**src/unicore_pkg.sv**
```systemverilog
// Address map and command types for a single tile with fixed 40-bit addresses and 64-bit data
package unicore_pkg;

  localparam int PADDR_WIDTH  = 40;
  localparam int DWORD_WIDTH  = 64;
  localparam int TILE_WIDTH   = 8;
  localparam int DEV_WIDTH    = 4;
  localparam int OFFSET_WIDTH = 20;
  localparam int UPPER_WIDTH  = PADDR_WIDTH - TILE_WIDTH - DEV_WIDTH - OFFSET_WIDTH;

  // Everything below this address is a local device access
  localparam logic [PADDR_WIDTH-1:0] DRAM_BASE_ADDR = 40'h00_8000_0000;

  localparam logic [DEV_WIDTH-1:0] CLINT_DEV = 4'd1;
  localparam logic [DEV_WIDTH-1:0] CFG_DEV   = 4'd2;

  localparam logic [OFFSET_WIDTH-1:0] CFG_FREEZE_OFFSET  = 20'h0_0000;
  localparam logic [OFFSET_WIDTH-1:0] CFG_CORE_ID_OFFSET = 20'h0_0008;

  localparam logic [OFFSET_WIDTH-1:0] CLINT_MSIP_OFFSET     = 20'h0_0000;
  localparam logic [OFFSET_WIDTH-1:0] CLINT_MTIMECMP_OFFSET = 20'h0_4000;
  localparam logic [OFFSET_WIDTH-1:0] CLINT_MTIME_OFFSET    = 20'h0_BFF8;

  typedef struct packed {
    logic [UPPER_WIDTH-1:0]  upper;
    logic [TILE_WIDTH-1:0]   tile;
    logic [DEV_WIDTH-1:0]    dev;
    logic [OFFSET_WIDTH-1:0] offset;
  } local_addr_s;

  // Same address word, seen raw for the DRAM compare or split into local fields
  typedef union packed {
    logic [PADDR_WIDTH-1:0] raw;
    local_addr_s            loc;
  } paddr_u;

  typedef enum logic {
    e_mem_rd = 1'b0,
    e_mem_wr = 1'b1
  } mem_op_e;

  typedef struct packed {
    mem_op_e                op;
    paddr_u                 addr;
    logic [DWORD_WIDTH-1:0] data;
  } mem_cmd_s;

  typedef struct packed {
    logic [DWORD_WIDTH-1:0] data;
    logic                   err;
  } mem_resp_s;

  typedef enum logic [1:0] {
    e_dev_cfg      = 2'd0,
    e_dev_clint    = 2'd1,
    e_dev_loopback = 2'd2
  } dev_sel_e;

  typedef struct packed {
    logic [DWORD_WIDTH-1:0] rdata;
    logic                   v;
  } dev_resp_s;

endpackage

```
**src/unicore_cmd_decode.sv**
```systemverilog
// Accepts one command at a time and holds off new commands until its response is taken
`timescale 1ns/10ps

module unicore_cmd_decode
  (input                                          clk_i
   , input                                        rst_n_i

   , input  unicore_pkg::mem_cmd_s                cmd_i
   , input                                        cmd_v_i
   , output logic                                 cmd_ready_and_o

   , input  [unicore_pkg::TILE_WIDTH-1:0]         core_id_i
   , input                                        resp_done_i

   , output unicore_pkg::mem_cmd_s                req_o
   , output unicore_pkg::dev_sel_e                req_sel_o
   , output logic                                 cfg_v_o
   , output logic                                 clint_v_o
   , output logic                                 loop_v_o
  );

  logic busy_r;
  logic req_v_r;
  logic accept;
  logic is_local, is_my_tile;
  unicore_pkg::dev_sel_e sel_n;

  assign cmd_ready_and_o = ~busy_r;
  assign accept          = cmd_v_i & cmd_ready_and_o;

  assign is_local   = (cmd_i.addr.raw < unicore_pkg::DRAM_BASE_ADDR);
  assign is_my_tile = is_local & (cmd_i.addr.loc.tile == core_id_i);

  always_comb
  begin
    if (is_my_tile && (cmd_i.addr.loc.dev == unicore_pkg::CFG_DEV))
      sel_n = unicore_pkg::e_dev_cfg;
    else if (is_my_tile && (cmd_i.addr.loc.dev == unicore_pkg::CLINT_DEV))
      sel_n = unicore_pkg::e_dev_clint;
    else
      sel_n = unicore_pkg::e_dev_loopback;
  end

  always_ff @(posedge clk_i or negedge rst_n_i)
  begin
    if (!rst_n_i)
    begin
      busy_r  <= 1'b0;
      req_v_r <= 1'b0;
    end
    else
    begin
      req_v_r <= accept;
      if (accept)
        busy_r <= 1'b1;
      else if (resp_done_i)
        busy_r <= 1'b0;
    end
  end

  always_ff @(posedge clk_i)
  begin
    if (accept)
    begin
      req_o     <= cmd_i;
      req_sel_o <= sel_n;
    end
  end

  assign cfg_v_o   = req_v_r & (req_sel_o == unicore_pkg::e_dev_cfg);
  assign clint_v_o = req_v_r & (req_sel_o == unicore_pkg::e_dev_clint);
  assign loop_v_o  = req_v_r & (req_sel_o == unicore_pkg::e_dev_loopback);

  // A response completes only for the command in flight, after its strobe
  a_done_when_busy: assert property (@(posedge clk_i) disable iff (!rst_n_i)
    resp_done_i |-> (busy_r && !req_v_r));

endmodule

```
**src/unicore_cfg_slice.sv**
```systemverilog
// Freeze and core id registers only, with unmapped offsets reading zero and dropping writes
`timescale 1ns/10ps

module unicore_cfg_slice
  (input                                          clk_i
   , input                                        rst_n_i

   , input  unicore_pkg::mem_cmd_s                req_i
   , input                                        v_i
   , output unicore_pkg::dev_resp_s               resp_o

   , output logic [unicore_pkg::TILE_WIDTH-1:0]   core_id_o
   , output logic                                 freeze_o
  );

  logic wr_v;
  logic [unicore_pkg::OFFSET_WIDTH-1:0] offset;

  assign offset = req_i.addr.loc.offset;
  assign wr_v   = v_i & (req_i.op == unicore_pkg::e_mem_wr);

  // Core held frozen out of reset until software releases it
  always_ff @(posedge clk_i or negedge rst_n_i)
  begin
    if (!rst_n_i)
    begin
      freeze_o  <= 1'b1;
      core_id_o <= '0;
    end
    else if (wr_v)
    begin
      if (offset == unicore_pkg::CFG_FREEZE_OFFSET)
        freeze_o <= req_i.data[0];
      else if (offset == unicore_pkg::CFG_CORE_ID_OFFSET)
        core_id_o <= req_i.data[unicore_pkg::TILE_WIDTH-1:0];
    end
  end

  always_comb
  begin
    resp_o.v     = v_i;
    resp_o.rdata = '0;
    if (offset == unicore_pkg::CFG_FREEZE_OFFSET)
      resp_o.rdata = {{(unicore_pkg::DWORD_WIDTH-1){1'b0}}, freeze_o};
    else if (offset == unicore_pkg::CFG_CORE_ID_OFFSET)
      resp_o.rdata = {{(unicore_pkg::DWORD_WIDTH-unicore_pkg::TILE_WIDTH){1'b0}}, core_id_o};
  end

endmodule

```
**src/unicore_clint_slice.sv**
```systemverilog
// Machine timer ticks on clk_i, not a separate real-time clock, and msip keeps only bit 0
`timescale 1ns/10ps

module unicore_clint_slice
  (input                                          clk_i
   , input                                        rst_n_i

   , input  unicore_pkg::mem_cmd_s                req_i
   , input                                        v_i
   , output unicore_pkg::dev_resp_s               resp_o

   , output logic                                 timer_irq_o
   , output logic                                 software_irq_o
  );

  logic [unicore_pkg::DWORD_WIDTH-1:0] mtime_r;
  logic [unicore_pkg::DWORD_WIDTH-1:0] mtimecmp_r;
  logic msip_r;
  logic wr_v;
  logic [unicore_pkg::OFFSET_WIDTH-1:0] offset;

  assign offset = req_i.addr.loc.offset;
  assign wr_v   = v_i & (req_i.op == unicore_pkg::e_mem_wr);

  always_ff @(posedge clk_i or negedge rst_n_i)
  begin
    if (!rst_n_i)
    begin
      mtime_r     <= '0;
      mtimecmp_r  <= '1;
      msip_r      <= 1'b0;
      timer_irq_o <= 1'b0;
    end
    else
    begin
      // A write to mtime replaces this cycle's increment
      if (wr_v && (offset == unicore_pkg::CLINT_MTIME_OFFSET))
        mtime_r <= req_i.data;
      else
        mtime_r <= mtime_r + 1'b1;

      if (wr_v && (offset == unicore_pkg::CLINT_MTIMECMP_OFFSET))
        mtimecmp_r <= req_i.data;

      if (wr_v && (offset == unicore_pkg::CLINT_MSIP_OFFSET))
        msip_r <= req_i.data[0];

      timer_irq_o <= (mtime_r >= mtimecmp_r);
    end
  end

  assign software_irq_o = msip_r;

  always_comb
  begin
    resp_o.v = v_i;
    case (offset)
      unicore_pkg::CLINT_MSIP_OFFSET:
        resp_o.rdata = {{(unicore_pkg::DWORD_WIDTH-1){1'b0}}, msip_r};
      unicore_pkg::CLINT_MTIMECMP_OFFSET:
        resp_o.rdata = mtimecmp_r;
      unicore_pkg::CLINT_MTIME_OFFSET:
        resp_o.rdata = mtime_r;
      default:
        resp_o.rdata = '0;
    endcase
  end

endmodule

```
**src/unicore_resp_arb.sv**
```systemverilog
// Holds one response at a time and relies on the decoder to keep a single command in flight
`timescale 1ns/10ps

module unicore_resp_arb
  (input                                          clk_i
   , input                                        rst_n_i

   , input  unicore_pkg::dev_sel_e                sel_i
   , input                                        loop_v_i
   , input  unicore_pkg::dev_resp_s               cfg_resp_i
   , input  unicore_pkg::dev_resp_s               clint_resp_i

   , output unicore_pkg::mem_resp_s               resp_o
   , output logic                                 resp_v_o
   , input                                        resp_ready_and_i
   , output logic                                 resp_done_o
  );

  unicore_pkg::mem_resp_s sel_resp;
  logic sel_v;

  always_comb
  begin
    sel_resp = '0;
    sel_v    = 1'b0;
    case (sel_i)
      unicore_pkg::e_dev_cfg:
      begin
        sel_resp.data = cfg_resp_i.rdata;
        sel_v         = cfg_resp_i.v;
      end
      unicore_pkg::e_dev_clint:
      begin
        sel_resp.data = clint_resp_i.rdata;
        sel_v         = clint_resp_i.v;
      end
      default:
      begin
        // Loopback answers with zero data and an error
        sel_resp.err = 1'b1;
        sel_v        = loop_v_i;
      end
    endcase
  end

  assign resp_done_o = resp_v_o & resp_ready_and_i;

  always_ff @(posedge clk_i or negedge rst_n_i)
  begin
    if (!rst_n_i)
      resp_v_o <= 1'b0;
    else if (sel_v)
      resp_v_o <= 1'b1;
    else if (resp_done_o)
      resp_v_o <= 1'b0;
  end

  always_ff @(posedge clk_i)
  begin
    if (sel_v)
      resp_o <= sel_resp;
  end

  // Decoder must not issue a new command while a response waits
  a_no_overrun: assert property (@(posedge clk_i) disable iff (!rst_n_i)
    resp_v_o |-> !(loop_v_i | cfg_resp_i.v | clint_resp_i.v));

endmodule

```
**src/unicore_top.sv**
```systemverilog
// Single-tile device hub with config and CLINT slices, every other address loops back an error
`timescale 1ns/10ps

module unicore_top
  (input                                          clk_i
   , input                                        rst_n_i

   , input  unicore_pkg::mem_cmd_s                cmd_i
   , input                                        cmd_v_i
   , output logic                                 cmd_ready_and_o

   , output unicore_pkg::mem_resp_s               resp_o
   , output logic                                 resp_v_o
   , input                                        resp_ready_and_i

   , output logic                                 freeze_o
   , output logic                                 timer_irq_o
   , output logic                                 software_irq_o
  );

  unicore_pkg::mem_cmd_s  req;
  unicore_pkg::dev_sel_e  req_sel;
  unicore_pkg::dev_resp_s cfg_resp, clint_resp;
  logic cfg_v, clint_v, loop_v;
  logic resp_done;
  logic [unicore_pkg::TILE_WIDTH-1:0] core_id;

  unicore_cmd_decode decode
    (.clk_i(clk_i)
     ,.rst_n_i(rst_n_i)
     ,.cmd_i(cmd_i)
     ,.cmd_v_i(cmd_v_i)
     ,.cmd_ready_and_o(cmd_ready_and_o)
     ,.core_id_i(core_id)
     ,.resp_done_i(resp_done)
     ,.req_o(req)
     ,.req_sel_o(req_sel)
     ,.cfg_v_o(cfg_v)
     ,.clint_v_o(clint_v)
     ,.loop_v_o(loop_v)
    );

  unicore_cfg_slice cfgs
    (.clk_i(clk_i)
     ,.rst_n_i(rst_n_i)
     ,.req_i(req)
     ,.v_i(cfg_v)
     ,.resp_o(cfg_resp)
     ,.core_id_o(core_id)
     ,.freeze_o(freeze_o)
    );

  unicore_clint_slice clint
    (.clk_i(clk_i)
     ,.rst_n_i(rst_n_i)
     ,.req_i(req)
     ,.v_i(clint_v)
     ,.resp_o(clint_resp)
     ,.timer_irq_o(timer_irq_o)
     ,.software_irq_o(software_irq_o)
    );

  unicore_resp_arb resp_arb
    (.clk_i(clk_i)
     ,.rst_n_i(rst_n_i)
     ,.sel_i(req_sel)
     ,.loop_v_i(loop_v)
     ,.cfg_resp_i(cfg_resp)
     ,.clint_resp_i(clint_resp)
     ,.resp_o(resp_o)
     ,.resp_v_o(resp_v_o)
     ,.resp_ready_and_i(resp_ready_and_i)
     ,.resp_done_o(resp_done)
    );

endmodule

```
**config.mk**
```make
export PLATFORM = sky130hd
export DESIGN_NAME = unicore_top
export DESIGN_NICKNAME = d
export VERILOG_FILES = /design/src/unicore_pkg.sv /design/src/unicore_cmd_decode.sv /design/src/unicore_cfg_slice.sv /design/src/unicore_clint_slice.sv /design/src/unicore_resp_arb.sv /design/src/unicore_top.sv
export SDC_FILE = /design/constraint.sdc
export NUM_CORES = 1
export LEC_CHECK = 0
export BUFFER_PORTS_ARGS = -buffer_cell sky130_fd_sc_hd__buf_4
export CAP_MARGIN = 20
export CORE_MARGIN = 2
export CORE_UTILIZATION = 54
export CTS_CLUSTER_DIAMETER = 100
export DETAILED_ROUTE_END_ITERATION = 10
export GPL_ROUTABILITY_DRIVEN = 1
export GPL_TIMING_DRIVEN = 1
export HOLD_SLACK_MARGIN = 0.03
export PLACE_DENSITY = 0.8
export SETUP_SLACK_MARGIN = 0.02
export SLEW_MARGIN = 25
export SYNTH_ARGS = -nofsm -noshare
export SYNTH_HDL_FRONTEND = slang
export SYNTH_HIERARCHICAL = 1
export SYNTH_SLANG_ARGS = --single-unit
```
**constraint.sdc**
```tcl
create_clock -name clk_i -period 5.4 [get_ports clk_i]
set_clock_uncertainty 0.15 [all_clocks]
set_input_delay 0.27 -clock clk_i [delete_from_list [all_inputs] [get_ports clk_i]]
set_output_delay 0.27 -clock clk_i [all_outputs]
set_load 0.005 [all_outputs]
```
# == Word level (Yosys, flattened, before mapping) ==
# Index checks and enable logic that the tools add are counted.
# totals
word_cells,59
reg_bits,294
out_inout_bits,70
# classes
n_eq_ne,8
n_reduce_logical,12
muxes,11
order_cmp,2
n_addsub,1
bitwise,10
# ops
op,n
$pmux 64 s3,1
$mux 64,2
$pmux 64 s2,1
$add 64x1->64 const B,1
$ge 64x64->1,1
$lt 40x32->1 const B,1
$eq 20x15->1 const B,1
$eq 20x16->1 const B,1
$eq 20x4->1 const B,1
$logic_not 20->1,1
$and 1x1->1,8
$eq 8x8->1,1
$mux 8,1
$logic_and 1x1->1,5
$eq 4x1->1 const B,1
$eq 4x2->1 const B,1
$mux 1,4
$reduce_bool 2->1,2
$reduce_and 3->1,1
$eq 2x1->1 const B,1
$eq 2x2->1 const B,1
$logic_not 2->1,1
$mux 2,1
$not 1->1,2
3 further kinds,3

# == Logic depth before layout (Yosys ltp) ==
# Gate-level depths: netlist of run 1.
# logic_depth
depth_word,5
mapped_depth,9

# == Hierarchy ==
# Netlist of run 1, hierarchy kept.
# by_module_without_submodules
mod,cells_each,area_per_inst_um2,n_inst,seq_area_each_um2
unicore_clint_slice,872,8675.8,1,3333.2
unicore_cmd_decode,133,3442.1,1,3263.1
unicore_resp_arb,215,3049.2,1,1976.9
unicore_cfg_slice,99,917.1,1,226.5

# == Worst setup path before layout of run 1 ==
# No wires, ideal clock.
# synth_timing
kind,reg-to-reg
from,register decode.busy_r
to,register decode.req_v_r
path_slack_ns,-0.535
arrival_ns,5.159
t_required_ns,4.623
path_stages_with_launch,2
path_cell_list,dfrtp_1 -> nor2b_1
# synth_between
elab_chain_cells,2
# synth_rtl
element,line,rtl
start: declaration,unicore_cmd_decode.sv:22,logic busy_r;
start signal: assignment,unicore_cmd_decode.sv:48,busy_r <= 1'b0;
start signal: assignment,unicore_cmd_decode.sv:55,busy_r <= 1'b1;
start signal: assignment,unicore_cmd_decode.sv:57,busy_r <= 1'b0;
$not 1->1,unicore_cmd_decode.sv:28,assign cmd_ready_and_o = ~busy_r;
$and 1x1->1,unicore_cmd_decode.sv:29,assign accept = cmd_v_i & cmd_ready_and_o;
via decode.accept,unicore_cmd_decode.sv:24,logic accept;
end signal: assignment,unicore_cmd_decode.sv:53,req_v_r <= accept;
end: declaration,unicore_cmd_decode.sv:23,logic req_v_r;
# The timed path passes the listed nets, and every way through them passes these cells.
# A chain may end at the register's enable or synchronous reset.

# == Worst setup path in the final report of run 1 ==
# layout_timing
from,register decode/req_o[80] (netlist bit)
to,register clint/mtimecmp_r[5] (netlist bit)
# layout_between
elab_chain_cells,2
# layout_rtl
element,line,rtl
start: declaration,unicore_cmd_decode.sv:15,", output unicore_pkg::mem_cmd_s req_o"
start signal: assignment,unicore_cmd_decode.sv:65,req_o <= cmd_i;
$eq 20x15->1,unicore_clint_slice.sv:42,if (wr_v && (offset == unicore_pkg::CLINT_MTIMECMP_OFFSET))
$logic_and 1x1->1,unicore_clint_slice.sv:42,
end signal: assignment,unicore_clint_slice.sv:43,mtimecmp_r <= req_i.data;
end: declaration,unicore_clint_slice.sv:17,logic [unicore_pkg::DWORD_WIDTH-1:0] mtimecmp_r;
# Every way passes these cells.

==> flow_metrics.env, run 1 <==
export IMPL_finalCritPeriodShare_pct=65.7
export IMPL_cp_slowest_stage_delay_ns=0.83
export IMPL_grt_max_degree=90
export IMPL_fmax_mhz=282
export IMPL_crit_type="flop to flop"
export IMPL_power_density_nw_per_um2=284
export IMPL_p_sw_share_pct=22.8
export IMPL_cts_root_buf="clkbuf_16"
export IMPL_power_switching_mw=1.22
export IMPL_path_cells="or4_1 -> nor4_2 -> and4_1 -> and2_2 -> and3_4 -> buf_4 -> mux2_1"
export IMPL_drc=0
export IMPL_hpwl_um=22900
export IMPL_num_vias=10700
export IMPL_clock_sinks=294
export IMPL_wl_per_cell_um=18.4
export IMPL_slew_violations=0
export IMPL_drt_initial_drc_count=641
export IMPL_n_antenna_cell=0
export IMPL_finalSetupViolCount=0
export IMPL_worstMarginPinSlew_ns=0.992
export IMPL_start_util_pct=55.3
export IMPL_coreArea_um2=28000
export IMPL_cts_tree="yes"
export IMPL_ant_nets=0
export IMPL_finalNetCount=1731
export IMPL_worst_ep_required_time_ns=5.73
export IMPL_die_area_um2=30000
export IMPL_period_needed_ns=3.55
export IMPL_cts_made_buffers=31
export IMPL_crit_family="simple AND/OR/NAND/NOR gates"
export IMPL_clk_pin_slew_ns=0.06
export IMPL_crit_end="clint/mtimecmp_r[5]"
export IMPL_leakage_nw=7.54
export IMPL_antenna_found_initial=0
export IMPL_crit_slowest_cell="and3_4"
export IMPL_grt_usage_pct=24.1
export IMPL_total_power_mw=5.34
export IMPL_wirelength_um=36000
export IMPL_r2r_setup_slack_ns=1.85
export IMPL_first_pass_iters=5
export IMPL_outcome="finished clean"
export IMPL_path_max_fanout=48
export IMPL_fin_setup_tns_ns=0
export IMPL_final_area_um2=18800
export IMPL_p_comb_share_pct=8.3
export IMPL_critPathLaunch="decode/req_o[80]"
export IMPL_gp_congestion=0.808
export IMPL_dieWidth_um=173
export IMPL_hold_class="input port to flop"
export IMPL_cts_htree_levels=1
export IMPL_ios=179
export IMPL_cap_violations=0
export IMPL_intPower_mw=4.12
export IMPL_area_growth_pct=21.2
export IMPL_grt_pass1_wl_um=58500
export IMPL_yosys_warnings=6
export IMPL_clkLatencyLatePin_ns=0.56
export IMPL_rsz0062_at_grt="no"
export IMPL_sequentialPowerShare_pct=49.8
export IMPL_placed_area_um2=16800
export IMPL_cp_start_kind="flop"
export IMPL_gr_total_overflow=0
export IMPL_critPathArrivalTime_ns=3.88
export IMPL_vdd_ir_drop_max_mv=0.379
export IMPL_r2r_cells=7
export IMPL_endpoint_kind="flop"
export IMPL_drive_gt1_share_pct=24.8
export IMPL_die_h_um=173
export IMPL_hold_path_depth=4
export IMPL_syn_cell_area_um2=15500
export IMPL_reg2reg_from="decode/req_o[80]"
export IMPL_cp_num_buf_inv=1
export IMPL_relSlewSlack_pct=33.9
export IMPL_fillers=2030
export IMPL_cts_resized=0
export IMPL_viasPerCell=5.45
export IMPL_clockBufferDepth=3
export IMPL_grt_pass1_vias=11100
export IMPL_worstReg2RegEnd="clint/mtimecmp_r[5]"
export IMPL_clkPwrFrac_pct=41.9
export IMPL_syn_avg_cell_area_um2=11.9
export IMPL_io_buffers=178
export IMPL_cp_depth=7
export IMPL_synthCells=1299
export IMPL_num_rows=61
export IMPL_hold_viol_final=0
-- cell type report --
cell class | count | area, µm² | share of cell area [%]
clock buffer | 41 | 853 | 4.55
clock inverter | 17 | 218 | 1.16
inverter | 83 | 312 | 1.66
multi-input combinational | 866 | 6350 | 33.8
sequential | 294 | 8200 | 43.7
tap | 378 | 473 | 2.52
timing repair buffer | 281 | 2360 | 12.6
-- worst min path at each step --
stage | startpoint | to | slack, ns
floorplan | rst_n_i | cfgs/core_id_o[0] | -0.18
global placement | rst_n_i | cfgs/core_id_o[4] | 0.24
detailed placement | rst_n_i | cfgs/core_id_o[3] | 0.25
CTS | cmd_i[85] | decode/req_sel_o[1] | 0.03
global route | cmd_i[86] | decode/req_sel_o[1] | 0.05
finish | cmd_i[86] | decode/req_sel_o[1] | 0.05
-- layout by cell type (no fill, tap or decap), drive strengths merged, types with 3 or more instances in the layout --
cell type / n
a211oi: 3
xor2: 11
dfrtp: 77
edfxtp: 152
clkbuf: 41
and4: 9
xnor2: 59
a221oi: 4
nor4: 27
a22o: 64
nor2: 94
a21o: 10
a21oi: 25
or4: 5
inv: 85
o21ai: 72
nand3: 28
clkinv: 10
nor3: 24
dfstp: 65
mux2: 75
nand4: 27
nand2: 100
conb: 56
ha: 65
mux2i: 66
bufinv: 5
and2: 13
and3: 12
dlygate4sd3: 91
buf: 190
-- per-layer routing --
| layer | up-vias | part of all wire (%) | GRT usage, % |
|---|---|---|---|
| li1 | 5058 | - | - |
| met1 | 5208 | 42 | 31.8 |
| met2 | 338 | 49 | 41.0 |
| met3 | 84 | 5.5 | 3.57 |
| met4 | 0 | 3.4 | 8.05 |
| met5 | - | 0 | 0 |
-- stage by stage --
stage	instances	util (%)	setup WS, ns	hold slack, ns
floorplan	1354	-	0.424	-0.176
global placement	1809	59.8	2.00	0.240
detailed placement	1810	59.9	1.84	0.253
CTS	1959	66.9	1.83	0.0333
global route	1960	67.0	1.70	0.0469
finish	1960	67.0	1.85	0.0505
-- power by group through the flow --
stage,Clock (mW),Sequential (mW),Combinational [mW]
5_1_grt,2.35,2.67,0.479
6_report,2.24,2.66,0.441
4_1_cts,2.26,2.66,0.440
3_5_place_dp,0,2.70,0.386
2_1_floorplan,0,2.68,0.223
3_3_place_gp,0,2.70,0.375
-- what timing repair did --
action,CTS,global route
buffers inserted,0,0
hold buffers,91,0
hold endpoints to repair,138,0
-- worst reg2reg max path: stages, from the launching register on --
cell      delay [ns]
edfxtp_1        0.39
or4_1           0.57
nor4_2          0.21
and4_1          0.29
and2_2          0.18
and3_4          0.83
buf_4           0.47
mux2_1          0.37
-- registers in the layout (all words and copies together) (netlist names) --
register,count
cfgs/freeze_o,1
decode/busy_r,1
resp_arb/resp_o,65
clint/mtimecmp_r,64
decode/req_o,85
clint/mtime_r,64
decode/req_sel_o,2
clint/software_irq_o,1
cfgs/core_id_o,8
decode/req_v_r,1
clint/timer_irq_o,1
resp_arb/resp_v_o,1
Power figures use the tool's default switching activity.
==> run 2, diff against run 1 <==
- clock period: 5.4 -> 3.2 ns (I/O delays scaled with it)
==> run 2 against run 1 <==
Via count shrank 0.79%. Core utilization about the same. Flip-flop and latch count stayed put. Non-clock buffer count rose by 12. Final area about the same. Combinational power rose by 71%. Worst setup slack worse by 1.7 ns. Clock power increased by 54%. Register-to-register slack lost 1.5 ns. First-iteration DRC count decreased by 3.3%.
==> flow_metrics.env, run 2 (same netlist as run 1, synthesis figures left out) <==
export IMPL_outcome="finished clean"
export IMPL_clockBufferDepth=3
export IMPL_cts_htree_levels=1
export IMPL_endpoint_kind="flop"
export IMPL_crit_slowest_cell="dlygate4sd3_1"
export IMPL_period_needed_ns=3.07
export IMPL_reg_largest_list="decode/req_o: 85 flops, resp_arb/resp_o: 65 flops"
export IMPL_worst_ep_required_time_ns=3.36
export IMPL_drt_initial_drc_count=620
export IMPL_final_common_cell="buf_4"
export IMPL_critPathArrivalTime_ns=3.23
export IMPL_largest_register="decode/req_o"
export IMPL_worst_hold_slack_ns=0.0965
export IMPL_path_max_fanout=2
export IMPL_grt_usage_pct=23.8
export IMPL_clk_pin_slew_ns=0.06
export IMPL_grt_pass1_wl_um=57900
export IMPL_worstMarginPinSlew_ns=0.856
export IMPL_finalCritPeriodShare_pct=96.0
export IMPL_setup_ws_ns=0.127
export IMPL_leakage_nw=7.54
export IMPL_ff_latch_area_um2=8200
export IMPL_dieWidth_um=173
export IMPL_clock_sinks=294
export IMPL_cap_violations=0
export IMPL_wl_per_cell_um=18.4
export IMPL_relSlewSlack_pct=42.9
export IMPL_cts_root_buf="clkbuf_16"
export IMPL_crit_family="buffers and inverters"
export IMPL_num_vias=10600
export IMPL_vdd_ir_drop_max_mv=0.501
export IMPL_cts_tree="yes"
export IMPL_cpMostUsedCell="dlygate4sd3_1"
export IMPL_finalNetCount=1742
export IMPL_coreArea_um2=28000
export IMPL_fin_setup_tns_ns=0
export IMPL_drc=0
export IMPL_path_cells="dlygate4sd3_1 -> buf_4 -> nor4_2 -> dlygate4sd3_1 -> nand2_1 -> dlygate4sd3_1 -> or4_1 -> dlygate4sd3_1"
export IMPL_first_pass_iters=5
export IMPL_total_power_mw=8.69
export IMPL_area_growth_pct=21.3
export IMPL_final_cell_mix="194 x buf_4, 152 x edfxtp_1, 100 x nand2_1, 94 x nor2_1, 94 x dlygate4sd3_1"
export IMPL_fillers=2054
export IMPL_viasPerCell=5.38
export IMPL_clkLatencyLatePin_ns=0.56
export IMPL_fmax_mhz=325
export IMPL_dp_cells=1820
export IMPL_cp_num_buf_inv=5
export IMPL_io_buffers=178
export IMPL_power_density_nw_per_um2=463
export IMPL_crit_type="input port to flop"
export IMPL_slew_violations=0
export IMPL_ant_nets=0
export IMPL_hold_class="input port to async pin"
export IMPL_n_antenna_cell=0
export IMPL_start_util_pct=55.3
export IMPL_largest_register_ffs=85
export IMPL_cp_slowest_stage_delay_ns=0.58
export IMPL_cp_start_kind="input port"
export IMPL_hpwl_um=23000
export IMPL_die_area_um2=30000
export IMPL_grt_max_degree=122
export IMPL_layout_cells_non_filler=1970
export IMPL_cts_made_buffers=30
export IMPL_die_h_um=173
export IMPL_antenna_found_initial=0
export IMPL_num_rows=61
export IMPL_dp_slack_ns=0.413
export IMPL_rsz0062_at_grt="no"
export IMPL_grt_pass1_vias=11100
export IMPL_hold_viol_final=0
export IMPL_wirelength_um=36300
export IMPL_multiInputGateArea_um2=6350
export IMPL_gp_congestion=0.866
export IMPL_drive_gt1_share_pct=24.9
export IMPL_gr_total_overflow=0
export IMPL_cts_resized=0
export IMPL_finalSetupViolCount=0
export IMPL_ios=179
run 2: cell types whose count changed in the layout (fill, tap and decap cells not counted), sizes merged:
cell	previous run	this run
buf	190	199
dlygate4sd3	91	94
bufinv	5	3
clkinv	10	12
inv	85	83
clkbuf	41	40
clkinvlp	0	1
run 2: area by class of cell:
| type | count | area share [%] |
|---|---|---|
| flip-flops and latches | 294 | 43.7 |
| multi-input cells | 866 | 33.8 |
| repair buffers | 293 | 13.3 |
| clock buffers | 40 | 4.20 |
| well taps | 378 | 2.52 |
| inverters | 83 | 1.66 |
| clock inverters | 16 | 0.893 |
run 2: path summary, 6_finish.rpt:
| kind | depth (start not counted) | startpoint | slack, ns | endpoint |
|---|---|---|---|---|
| max in group asynchronous | 3 | rst_n_i | 1.83 | clint/mtimecmp_r[51] |
| setup / recovery | 8 | cmd_i[101] | 0.13 | decode/req_sel_o[1] |
| hold reg to reg | 2 | decode/req_o[23] | 0.33 | clint/mtime_r[23] |
| hold / removal | 2 | rst_n_i | 0.1 | cfgs/core_id_o[3] |
| setup reg to reg | 8 | decode/req_o[83] | 0.37 | resp_arb/resp_o[49] |
| min in group clk_i | 3 | cmd_v_i | 0.16 | decode/req_o[30] |
run 2: per-stage QoR:
step | utilization, % | instance area, µm²
after floorplan | - | 15700
after global placement | 60.3 | 16900
after detailed placement | 60.3 | 16900
after CTS | 67.0 | 18800
after global routing | 67.0 | 18800
final | 67.0 | 18800
run 2: what timing repair did:
action / in CTS / in global routing
endpoints found under the hold margin: 165 / 0
hold buffers: 94 / 0
setup buffers: 0 / 0
run 2: worst reg2reg max path: stages (launching register included):
cell and delay (ns):
edfxtp_1 0.39, or4_1 0.53, nor4_2 0.21, and4_1 0.28, and2_2 0.18, buf_4 0.46, a22o_1 0.27, mux2i_1 0.09
nor2_1 0.11
run 2: where the power goes:
part / internal, mW / switching [mW]
combinational: 0.361 / 0.395
sequential: 4.32 / 0.160
clock: 1.97 / 1.48
total: 6.66 / 2.03
run 2: layer usage:
| layer | GRT usage [%] | wire length (µm) |
|---|---|---|
| met2 | 40.4 | 17600 |
| met1 | 32.0 | 15900 |
| met5 | 0 | 0 |
| met4 | 6.53 | 807 |
| met3 | 3.71 | 1940 |
